--- config.mk ---
export PLATFORM = sky130hd
export DESIGN_NAME = motorDriveTop
export DESIGN_NICKNAME = d
export VERILOG_FILES = /design/src/hw/motorTypesPkg.sv /design/src/hw/motorStepPkg.sv /design/src/hw/stepTimer.sv /design/src/hw/phasePulseGen.sv /design/src/hw/motorDriveTop.sv
export SDC_FILE = /design/constraint.sdc
export NUM_CORES = 1
export LEC_CHECK = 0
export BUFFER_PORTS_ARGS = -buffer_cell sky130_fd_sc_hd__buf_2
export CAP_MARGIN = 20
export CELL_PAD_IN_SITES_DETAIL_PLACEMENT = 2
export CELL_PAD_IN_SITES_GLOBAL_PLACEMENT = 2
export CORE_ASPECT_RATIO = 1.5
export CORE_MARGIN = 2
export CORE_UTILIZATION = 38
export CTS_CLUSTER_DIAMETER = 30
export DETAILED_ROUTE_END_ITERATION = 10
export PLACE_DENSITY_LB_ADDON = 0.15
export SYNTH_ARGS = -nofsm -noshare
export SYNTH_HDL_FRONTEND = slang
export SYNTH_SLANG_ARGS = --single-unit
export TNS_END_PERCENT = 5
--- constraint.sdc ---
create_clock -name clk -period 8.6 [get_ports clk]
set_input_delay 2.58 -clock clk [delete_from_list [all_inputs] [get_ports clk]]
set_output_delay 2.58 -clock clk [all_outputs]
set_load 0.03 [all_outputs]
--- src/hw/motorTypesPkg.sv ---
`default_nettype none

package motorTypesPkg;

    // commutation step code, 0 to 11 while running and 15 when idle
    typedef logic [3:0] stepCode_t;

    // on-time or position amount counted in clock cycles
    typedef logic [15:0] posVal_t;

    // length of one PWM period in clock cycles
    typedef logic [11:0] periodLen_t;

    // length of one commutation step in clock cycles
    typedef logic [24:0] stepTicks_t;

    // the step timer either waits for enable or runs through the steps
    typedef enum logic {
        TIMER_IDLE,
        TIMER_RUN
    } timerState_t;

endpackage

`default_nettype wire

--- src/hw/motorStepPkg.sv ---
`default_nettype none

package motorStepPkg;

    import motorTypesPkg::*;

    // last code of the running sequence, the step after it is code 0 again
    localparam stepCode_t STEP_LAST = 4'd11;

    // held on sgStep while the drive is disabled
    localparam stepCode_t STEP_IDLE = 4'd15;

    // steps in which a phase may not exceed one of its neighbours
    localparam stepCode_t STEP_GATE_B = 4'd6;
    localparam stepCode_t STEP_GATE_C = 4'd11;

    // the lost on-time sum restarts when one of these steps begins,
    // so it always covers one half of the electrical cycle
    localparam stepCode_t STEP_LOST_CLEAR_A = 4'd1;
    localparam stepCode_t STEP_LOST_CLEAR_B = 4'd7;

endpackage

`default_nettype wire

--- src/hw/stepTimer.sv ---
`timescale 1ns/100ps
`default_nettype none

module stepTimer
    import motorTypesPkg::*, motorStepPkg::*;
(
    input  wire logic       clk,
    input  wire logic       rst,
    input  wire logic       enable,
    input  wire stepTicks_t stepLen,
    output stepCode_t       sgStep,
    output logic            stepLast1,
    output logic            stepLast2
);

    timerState_t state;
    stepTicks_t  tickCnt;
    logic        running;
    logic        tickWrap;

    // strobes only fire while the timer runs and is still enabled
    assign running  = (state == TIMER_RUN) && enable;
    assign tickWrap = (tickCnt == stepLen - stepTicks_t'(1));

    // the last two ticks of every step, stepLen of at least 4 keeps them apart
    assign stepLast1 = running && (tickCnt == stepLen - stepTicks_t'(2));
    assign stepLast2 = running && tickWrap;

    always_ff @(posedge clk) begin
        if (rst) begin
            state   <= TIMER_IDLE;
            tickCnt <= '0;
            sgStep  <= STEP_IDLE;
        end else begin
            case (state)
                TIMER_IDLE: begin
                    // the first step starts on the cycle after enable is seen
                    if (enable) begin
                        state   <= TIMER_RUN;
                        tickCnt <= '0;
                        sgStep  <= '0;
                    end
                end
                TIMER_RUN: begin
                    if (!enable) begin
                        state   <= TIMER_IDLE;
                        tickCnt <= '0;
                        sgStep  <= STEP_IDLE;
                    end else if (tickWrap) begin
                        tickCnt <= '0;
                        if (sgStep == STEP_LAST) begin
                            sgStep <= '0;
                        end else begin
                            sgStep <= sgStep + stepCode_t'(1);
                        end
                    end else begin
                        tickCnt <= tickCnt + stepTicks_t'(1);
                    end
                end
                default: begin
                    state   <= TIMER_IDLE;
                    tickCnt <= '0;
                    sgStep  <= STEP_IDLE;
                end
            endcase
        end
    end

    // the phase generators rely on the two strobes being separate cycles
    assert property (@(posedge clk) disable iff (rst)
        !(stepLast1 && stepLast2))
        else $error("stepTimer: stepLast1 and stepLast2 high together");

    // codes 12 to 14 would fall outside the sequence and the idle code
    assert property (@(posedge clk) disable iff (rst)
        !(sgStep inside {[4'd12:4'd14]}))
        else $error("stepTimer: sgStep 0x%h outside the commutation sequence", sgStep);

endmodule

`default_nettype wire

--- src/hw/phasePulseGen.sv ---
`timescale 1ns/100ps
`default_nettype none

module phasePulseGen
    import motorTypesPkg::*, motorStepPkg::*;
#(
    parameter posVal_t minPulse = 16'd256
) (
    input  wire logic       clk,
    input  wire logic       rst,
    input  wire stepCode_t  sgStep,
    input  wire logic       stepLast1,
    input  wire logic       stepLast2,
    input  wire periodLen_t pwmLenWant,
    input  wire posVal_t    plLen,
    input  wire posVal_t    posSumNb1,
    input  wire posVal_t    posSumNb2,
    output posVal_t         posSumOut,
    output logic            pwm,
    output posVal_t         lostAccum
);

    periodLen_t periodCnt;
    logic       idle;
    logic       reload;
    logic       reloadQ;
    logic       periodStart;

    posVal_t    remain;
    posVal_t    candidate;
    logic       minOk;
    logic       loadOk;
    posVal_t    onCnt;

    posVal_t    wantTot;
    posVal_t    realTot;
    posVal_t    wantCap;
    posVal_t    realCap;
    logic       stepEndQ;
    posVal_t    stepLoss;

    assign idle = (sgStep == STEP_IDLE);

    // the period counter is held loaded while the drive is idle, so no pulse
    // is started before the first step
    assign reload = stepLast1 || (periodCnt == periodLen_t'(1)) || (plLen == '0) || idle;

    always_ff @(posedge clk) begin
        if (rst) begin
            periodCnt <= pwmLenWant;
            reloadQ   <= 1'b0;
        end else begin
            reloadQ <= reload;
            if (reload) begin
                periodCnt <= pwmLenWant;
            end else begin
                periodCnt <= periodCnt - periodLen_t'(1);
            end
        end
    end

    // first cycle after a run of load cycles
    assign periodStart = reloadQ && !reload;

    // on-time asked for in this period, including what earlier periods skipped
    assign candidate = remain + plLen;
    assign posSumOut = candidate;
    assign minOk     = (candidate >= minPulse);

    // in the two gated steps a phase may not run longer than its neighbour
    always_comb begin
        case (sgStep)
            STEP_GATE_B: loadOk = minOk && (candidate <= posSumNb1);
            STEP_GATE_C: loadOk = minOk && (candidate <= posSumNb2);
            default:     loadOk = minOk;
        endcase
    end

    // pwm rises with the counter load and drops together with its last count
    always_ff @(posedge clk) begin
        if (rst) begin
            onCnt <= '0;
            pwm   <= 1'b0;
        end else if (periodStart && loadOk) begin
            onCnt <= candidate;
            pwm   <= (candidate != '0);
        end else if (onCnt != '0) begin
            onCnt <= onCnt - posVal_t'(1);
            pwm   <= (onCnt != posVal_t'(1));
        end
    end

    // remainder is cleared on the last tick and refilled one cycle later
    // with whatever the new step could not load
    always_ff @(posedge clk) begin
        if (rst) begin
            stepEndQ <= 1'b0;
            remain   <= '0;
        end else begin
            stepEndQ <= stepLast2;
            if (stepLast2 || idle) begin
                remain <= '0;
            end else if (stepEndQ) begin
                remain <= loadOk ? '0 : candidate;
            end
        end
    end

    // a period starting on the final tick already belongs to the next step,
    // so its request opens the new total instead of closing the old one
    always_ff @(posedge clk) begin
        if (rst) begin
            wantTot <= '0;
            realTot <= '0;
            wantCap <= '0;
            realCap <= '0;
        end else if (idle) begin
            wantTot <= '0;
            realTot <= '0;
        end else if (stepLast2) begin
            wantCap <= wantTot;
            realCap <= realTot + posVal_t'(pwm);
            wantTot <= periodStart ? plLen : '0;
            realTot <= '0;
        end else begin
            if (periodStart) begin
                wantTot <= wantTot + plLen;
            end
            if (pwm) begin
                realTot <= realTot + posVal_t'(1);
            end
        end
    end

    assign stepLoss = wantCap - realCap;

    // sgStep already shows the new step here, so entering step 1 or 7
    // restarts the sum with the step that just ended
    always_ff @(posedge clk) begin
        if (rst) begin
            lostAccum <= '0;
        end else if (stepEndQ) begin
            if (sgStep == STEP_LOST_CLEAR_A || sgStep == STEP_LOST_CLEAR_B) begin
                lostAccum <= stepLoss;
            end else begin
                lostAccum <= lostAccum + stepLoss;
            end
        end
    end

    assert property (@(posedge clk) disable iff (rst)
        (onCnt == '0) |-> !pwm)
        else $error("phasePulseGen: pwm high with an empty on-time counter");

    // outside periodStart the counter may only hold or count down
    assert property (@(posedge clk) disable iff (rst)
        !periodStart |=> (onCnt <= $past(onCnt)))
        else $error("phasePulseGen: on-time counter loaded outside periodStart");

endmodule

`default_nettype wire

--- src/hw/motorDriveTop.sv ---
`timescale 1ns/100ps
`default_nettype none

module motorDriveTop
    import motorTypesPkg::*;
#(
    parameter posVal_t minPulse = 16'd256
) (
    input  wire logic       clk,
    input  wire logic       rst,
    input  wire logic       enable,
    input  wire stepTicks_t stepLen,
    input  wire periodLen_t pwmLenWant,
    input  wire posVal_t    plLenA,
    input  wire posVal_t    plLenB,
    input  wire posVal_t    plLenC,
    output stepCode_t       sgStep,
    output logic            pwmA,
    output logic            pwmB,
    output logic            pwmC,
    output posVal_t         lostA,
    output posVal_t         lostB,
    output posVal_t         lostC
);

    logic    stepLast1;
    logic    stepLast2;

    // candidate on-times shared around the ring of phases
    posVal_t posSumA;
    posVal_t posSumB;
    posVal_t posSumC;

    stepTimer stepTimer_i (
        .clk       (clk),
        .rst       (rst),
        .enable    (enable),
        .stepLen   (stepLen),
        .sgStep    (sgStep),
        .stepLast1 (stepLast1),
        .stepLast2 (stepLast2)
    );

    // each phase sees the next phase as neighbour 1 and the one after as neighbour 2
    phasePulseGen #(.minPulse(minPulse)) phaseA (
        .clk        (clk),
        .rst        (rst),
        .sgStep     (sgStep),
        .stepLast1  (stepLast1),
        .stepLast2  (stepLast2),
        .pwmLenWant (pwmLenWant),
        .plLen      (plLenA),
        .posSumNb1  (posSumB),
        .posSumNb2  (posSumC),
        .posSumOut  (posSumA),
        .pwm        (pwmA),
        .lostAccum  (lostA)
    );

    phasePulseGen #(.minPulse(minPulse)) phaseB (
        .clk        (clk),
        .rst        (rst),
        .sgStep     (sgStep),
        .stepLast1  (stepLast1),
        .stepLast2  (stepLast2),
        .pwmLenWant (pwmLenWant),
        .plLen      (plLenB),
        .posSumNb1  (posSumC),
        .posSumNb2  (posSumA),
        .posSumOut  (posSumB),
        .pwm        (pwmB),
        .lostAccum  (lostB)
    );

    phasePulseGen #(.minPulse(minPulse)) phaseC (
        .clk        (clk),
        .rst        (rst),
        .sgStep     (sgStep),
        .stepLast1  (stepLast1),
        .stepLast2  (stepLast2),
        .pwmLenWant (pwmLenWant),
        .plLen      (plLenC),
        .posSumNb1  (posSumA),
        .posSumNb2  (posSumB),
        .posSumOut  (posSumC),
        .pwm        (pwmC),
        .lostAccum  (lostC)
    );

endmodule

`default_nettype wire

==> results.py, run 1 <==
metrics = {
    "worst_setup_path": {
        "path_buf_inv": 2,
        "startpoint": "plLenA[0]",
        "startpoint_type": "primary input",
        "cp.required_ns": 9.13,
        "cp.arrival_ns": 7.98,
        "r2r-start": "phaseA.remain[0]$_SDFFE_PP0P_",
        "endpoint_kind": "flip-flop",
        "crit_chain": "buf_2, ha_1, inv_1, fa_1, nor2b_1, o31a_1, o21ai_0, a21o_1, a21oi_1, o21ai_0, a21boi_0, nor2_1, ha_1, nand4_1, nor4_1, nand3_1, and2_1, a21oi_1, nand3_1, mux2_2",
        "crit_fanout": 17,
        "critPathTopFamily": "simple AND/OR/NAND/NOR gates",
        "cpMaxStageDelayCell": "nand3_1",
        "worstSetupPathType": "primary input to flip-flop",
        "max_stage_delay_ns": 0.66,
    },
    "timing": {
        "fin_crit_ns": 7.45,
        "period_share_pct": 86.6,
        "worst_pin_slew_ns": 1.08,
        "finalSetupTns_ns": 0,
        "setup-violations-final": 0,
        "maxSlewHeadroom_pct": 27.1,
        "skew_ns": 0.0279,
        "setup_ws_ns": 1.15,
        "finalMaxSlewViolations": 0,
        "max_freq_mhz": 134,
        "final-hold-violation-count": 0,
        "rsz0062_at_grt": "no",
    },
    "clock_tree": {
        "numCtsBuffers": 99,
        "cts_tree": "done",
        "ctsHoldBuffers": 0,
        "htree_num_levels": 3,
        "cts_setup_buffers": 0,
        "cts-root-buf": "clkbuf_16",
        "clkTransAtPathRegs_ns": 0.05,
        "worstSkewPairLatency_ns": 0.65,
        "clkSinkCount": 409,
        "cts_resized": 0,
        "cts_buffer_depth": 3,
    },
    "place": {
        "gp_congestion": 0.898,
        "dp_hpwl_um": 85700,
        "place_ws_ns": 0.689,
        "io_buffers": 142,
        "place_area_um2": 30600,
    },
    "cells_and_area": {
        "nets": 4135,
        "top_register": "stepTimer_i.tickCnt",
        "drive_gt1_share_pct": 11.3,
        "largest_reg_flops": 25,
        "area_growth_syn_to_layout_pct": 18.4,
        "final_area_um2": 34200,
    },
    "power": {
        "p_comb_share_pct": 16.9,
        "p_leak_nw": 14.0,
        "power.density_nw_per_um2": 222,
        "p_switching_mw": 2.20,
        "intPower_mw": 5.38,
        "clock_power_share_pct": 54.2,
        "sequentialPowerShare_pct": 28.9,
        "ir_drop_v": 0.000169,
        "p_sw_share_pct": 29.0,
    },
    "logic_synthesis": {
        "synth_fp_nets": 4013,
        "synth_most_common_cell": "nand2_1",
        "post_synth.cell_area_avg_um2": 7.89,
        "synthArstFlopShare_pct": 0,
        "syn_inst": 3662,
        "synth_edf_count": 0,
        "ys_ff_latch": 409,
        "synth_flop_cell": "dfxtp_1",
        "synth_top_area_share_pct": 28.3,
        "synthTopCellsByArea": "dfxtp_1 (28%), ha_1 (11%), xnor2_1 (6.4%), nand2_1 (5.9%), nor2_1 (4.9%)",
        "ys_seq_area_share_pct": 28.3,
        "ys_warn_count": 0,
        "syn_area_um2": 28900,
        "synth_largest_area_cell": "dfxtp_1",
        "ys_types": 76,
        "synthTopCellsByCount": "nand2_1 (453), dfxtp_1 (409), nor2_1 (377)",
    },
    "floorplanning": {
        "initial_core_util_pct": 38.5,
        "die_area_um2": 78400,
        "pin_count": 143,
        "fp.coreArea_um2": 75100,
        "die-width_um": 229,
        "die_y_um": 342,
        "fp-row-count": 123,
    },
    "grt": {
        "grt_pass1_vias": 32459,
        "grt_max_degree": 101,
        "groute.usage.overall_pct": 29.1,
        "grt_pass1_wl_um": 182000,
        "grt-ovfl-total": 0,
        "antenna_found_initial": 1,
    },
    "run_status": {
        "status": "complete, no violations",
    },
    "drt": {
        "firstDrtPassIters": 5,
        "num_vias": 28632,
        "drc": 0,
        "viasPerCell": 5.88,
        "antenna_left": 0,
        "wl_per_cell_um": 23.6,
        "drtIter0Drc": 1175,
        "wl_um": 115000,
    },
    "job": {
        "drv_cap": 0,
    },
    "worst_hold_path": {
        "hp-start": "phaseB.wantCap[14]$_SDFFE_PP0P_",
        "hp-class": "flip-flop to flip-flop",
    },
}
cell usage in the layout (no fill, tap or decap), drive strengths merged, types with 125 or more instances in the layout:
cell,synthesis,routed
a21oi,264,264
dfxtp,409,409
buf,32,178
nand2,454,454
xnor2,212,212
inv,164,165
nor2,378,378
xor2,125,125
o21ai,167,167
ha,251,251
path summary, 6_finish.rpt:
kind                                           to  slack [ns]  depth (start not counted)
setup / recovery     phaseA.onCnt[1]$_SDFFE_PP0P_        1.15                         20
hold / removal    phaseB.wantCap[14]$_SDFFE_PP0P_        0.46                          2
setup reg to reg     phaseA.onCnt[1]$_SDFFE_PP0P_        2.89                         19
hold reg to reg   phaseB.wantCap[14]$_SDFFE_PP0P_        0.46                          2
worst register-to-register path: cells and delay by family, from the launching register on:
| kind | cells | cell delay, ns |
|---|---|---|
| and+or+nand+nor | 7 | 2.06 |
| AOI/OAI and AO/OA | 7 | 1.66 |
| adders and majority gates | 3 | 0.95 |
| muxes | 1 | 0.53 |
| DFF | 1 | 0.33 |
| buffers and inverters | 1 | 0.06 |
through the flow:
step,hold WS [ns],instances,power [mW],util (%)
floorplan,0.432,3662,3.05,-
global placement,0.449,4682,3.37,40.7
detailed placement,0.454,4682,3.47,40.7
CTS,0.462,4865,7.64,45.6
global route,0.475,4866,7.89,45.6
finish,0.457,4867,7.59,45.6
area by class of cell:
type	instances	area [um^2]
Fill cell	8538	40900
Tap cell	1000	1250
Clock buffer	123	2720
Sequential cell	409	8190
Multi-Input combinational cell	2930	19500
Antenna cell	1	2.50
Clock inverter	60	910
Inverter	164	616
Timing Repair Buffer	180	1020
power by group through the flow:
| stage | Sequential [mW] | Clock [mW] | Combinational [mW] |
|---|---|---|---|
| 6_report | 2.19 | 4.11 | 1.28 |
| 5_1_grt | 2.21 | 4.26 | 1.42 |
| 4_1_cts | 2.19 | 4.16 | 1.29 |
| 3_5_place_dp | 2.22 | 0 | 1.25 |
| 3_3_place_gp | 2.20 | 0 | 1.17 |
| 2_1_floorplan | 2.18 | 0 | 0.876 |
metal layers:
layer  routed length [um]  vias to the layer above  track usage, %
met2                62200                      514            57.1
li1                     -                    13433               -
met3                 3330                      262            3.74
met4                 5780                        0            14.7
met1                43800                    14423            29.8
met5                    0                        -               0
cell families after synthesis:
group | after synthesis | synth area share [%]
AND/OR/NAND/NOR | 1336 | 21.4
AO/OA/AOI/OAI | 912 | 21.0
flip-flops | 409 | 28.3
XOR/XNOR | 339 | 10.4
buffers and inverters | 323 | 4.32
adder cells (fa/ha/maj) | 263 | 11.7
multiplexers | 80 | 2.97
(Power assumes the default switching activity.)
==> run 2: changes to the inputs <==
Settings changed: REMOVE_ABC_BUFFERS set to 1.
==> run 2 against run 1 <==
Via count is 0.13% lower. Critical path type unchanged. Highest routed layer is now met5. Flip-flop and latch count stayed put. Core utilization is 0.32 points lower. Maximum frequency is 2.5% lower. Global-route usage is 0.44 points lower. Critical endpoint is now phaseC.onCnt[9]$_SDFFE_PP0P_. Largest cell class unchanged. Final area is 0.71% lower. Largest power group unchanged. Setup slack worse by 0.19 ns. Die area stayed put. Non-clock buffer count is 2 higher. Sequential share of layout area is 0.17 points higher. Clock skew is 0.0011 ns higher. Clock-buffer cell count stayed put.
==> results.py, run 2 (synthesis gave the netlist of run 1 again) <==
metrics = {
    "grt": {
        "grt_pass1_vias": 32584,
        "groute.usage.overall_pct": 28.6,
        "grt_pass1_wl_um": 180000,
        "grt-ovfl-total": 0,
        "grt_max_degree": 111,
        "antenna_found_initial": 1,
    },
    "floorplanning": {
        "die_y_um": 342,
        "fp.coreArea_um2": 75100,
        "die-width_um": 229,
        "die_area_um2": 78400,
        "initial_core_util_pct": 38.5,
        "pin_count": 143,
        "fp-row-count": 123,
    },
    "drt": {
        "viasPerCell": 5.88,
        "wl_um": 114000,
        "drc": 0,
        "num_vias": 28596,
        "antenna_left": 0,
        "firstDrtPassIters": 5,
        "drtIter0Drc": 916,
        "wl_per_cell_um": 23.4,
    },
    "cells_and_area": {
        "drive_gt1_share_pct": 11.3,
        "final_common_cell": "nand2_1",
        "largest_reg_flops": 25,
        "area_growth_syn_to_layout_pct": 17.5,
        "final_area_um2": 34000,
        "fill_cells": 8537,
        "multi_input_area_um2": 19500,
        "diodes": 0,
        "layout_common_cells": "nand2_1 (452), dfxtp_1 (408), nor2_1 (375), a21oi_1 (264), ha_1 (251)",
        "nets": 4136,
        "seq_area_um2": 8190,
        "top_register": "stepTimer_i.tickCnt",
    },
    "worst_hold_path": {
        "hp-class": "flip-flop to flip-flop",
        "min_to": "phaseB.realCap[1]$_SDFFE_PP0P_",
        "whs_path_depth": 2,
        "hp-start": "phaseB.realCap[1]$_SDFFE_PP0P_",
    },
    "power": {
        "p_leak_nw": 13.9,
        "power.density_nw_per_um2": 213,
        "power.total_mw": 7.25,
        "p_sw_share_pct": 30.1,
        "intPower_mw": 5.07,
        "clock_power_share_pct": 52.4,
        "sequentialPowerShare_pct": 30.3,
        "ir_drop_v": 0.000148,
        "p_switching_mw": 2.18,
        "p_comb_share_pct": 17.3,
    },
    "timing": {
        "setup-violations-final": 0,
        "final-hold-violation-count": 0,
        "max_freq_mhz": 131,
        "period_share_pct": 88.9,
        "skew_ns": 0.0289,
        "rsz0062_at_grt": "no",
        "fin_crit_ns": 7.64,
        "maxSlewHeadroom_pct": 29.4,
        "finalSetupTns_ns": 0,
        "worst_pin_slew_ns": 1.05,
        "finalMaxSlewViolations": 0,
    },
    "worst_setup_path": {
        "cpMaxStageDelayCell": "nor2_1",
        "startpoint_type": "primary input",
        "startpoint": "plLenC[4]",
        "rrSetupSlack_ns": 2.69,
        "crit_chain": "buf_2, ha_1, o21ai_0, a211oi_1, o31ai_1, a211oi_1, o31ai_1, nor2b_1, xnor2_1, buf_4, ha_1, and4_1, and2_1, nand2_1, or4_1, o311ai_0, o211ai_1, nor2_1, mux2i_1",
        "r2r_end": "phaseC.onCnt[9]$_SDFFE_PP0P_",
        "max_stage_delay_ns": 0.75,
        "cp.arrival_ns": 8.20,
        "worstSetupPathType": "primary input to flip-flop",
        "endpoint_kind": "flip-flop",
        "reg2reg_depth": 18,
        "r2r-start": "phaseB.remain[0]$_SDFFE_PP0P_",
        "cp.required_ns": 9.16,
        "crit_fanout": 9,
    },
    "place": {
        "place_area_um2": 30600,
        "dp_hpwl_um": 82500,
        "gp_congestion": 0.865,
        "io_buffers": 142,
    },
    "clock_tree": {
        "worstSkewPairLatency_ns": 0.66,
        "clkTransAtPathRegs_ns": 0.04,
        "cts_setup_buffers": 0,
        "ctsHoldBuffers": 0,
        "numCtsBuffers": 98,
        "cts_resized": 0,
        "cts_tree": "done",
        "cts_buffer_depth": 3,
        "cts-root-buf": "clkbuf_16",
        "htree_num_levels": 3,
        "clkSinkCount": 409,
    },
    "run_status": {
        "status": "complete, no violations",
    },
    "job": {
        "drv_cap": 0,
    },
}
[run 2: area by class of cell]
class	instances	area share [%]
multi-input combinational	2930	57.4
clock buffer	123	7.94
timing repair buffer	182	3.07
clock inverter	55	1.97
inverter	164	1.81
sequential	409	24.1
tap	1000	3.68
[run 2: power by group through the flow]
stage	Clock (mW)	Combinational (mW)	Sequential (mW)
floorplan	0	0.836	2.18
global placement	0	1.15	2.21
detailed placement	0	1.23	2.23
CTS	3.85	1.26	2.19
global route	3.95	1.38	2.22
finish	3.80	1.25	2.20
[run 2: metal layers]
metal / wire, um / vias up / global-route usage, % / part of all wire [%]
met5: 17 / - / 0 / 0.015
met2: 61200 / 538 / 56.4 / 54
met3: 3310 / 301 / 3.78 / 2.9
met4: 6260 / 2 / 15.4 / 5.5
met1: 42900 / 14361 / 28.8 / 38
li1: - / 13394 / - / -
[run 2: worst max-delay path: cells and delay by family]
family                   cells  cell delay, ns
XOR/XNOR                     1            0.09
AND/OR/NAND/NOR              6            1.99
adder cells (fa/ha/maj)      2            0.67
buffers and inverters        2            0.30
multiplexers                 1            0.28
AO/OA/AOI/OAI                7            2.28
[run 2: worst max path at each step]
| stage | cells past startpoint | endpoint | slack (ns) |
|---|---|---|---|
| 2_1_floorplan | 8 | phaseA.realCap[10]$_SDFFE_PP0P_ | 0.41 |
| 3_3_place_gp | 18 | phaseC.onCnt[3]$_SDFFE_PP0P_ | 0.87 |
| 3_5_place_dp | 18 | phaseC.onCnt[9]$_SDFFE_PP0P_ | 0.61 |
| 4_1_cts | 19 | phaseC.onCnt[9]$_SDFFE_PP0P_ | 1.05 |
| 5_1_grt | 19 | phaseC.onCnt[9]$_SDFFE_PP0P_ | 0.62 |
| 6_report | 19 | phaseC.onCnt[9]$_SDFFE_PP0P_ | 0.96 |
[run 2: metrics by stage]
step,worst slack (ns),utilization [%],hold slack (ns),std cells
6_report,0.956,45.2,0.461,4863
5_1_grt,0.615,45.2,0.476,4863
4_1_cts,1.05,45.2,0.459,4863
3_5_place_dp,0.612,40.8,0.451,4685
3_3_place_gp,0.869,40.8,0.446,4685
2_1_floorplan,0.410,-,0.426,3503
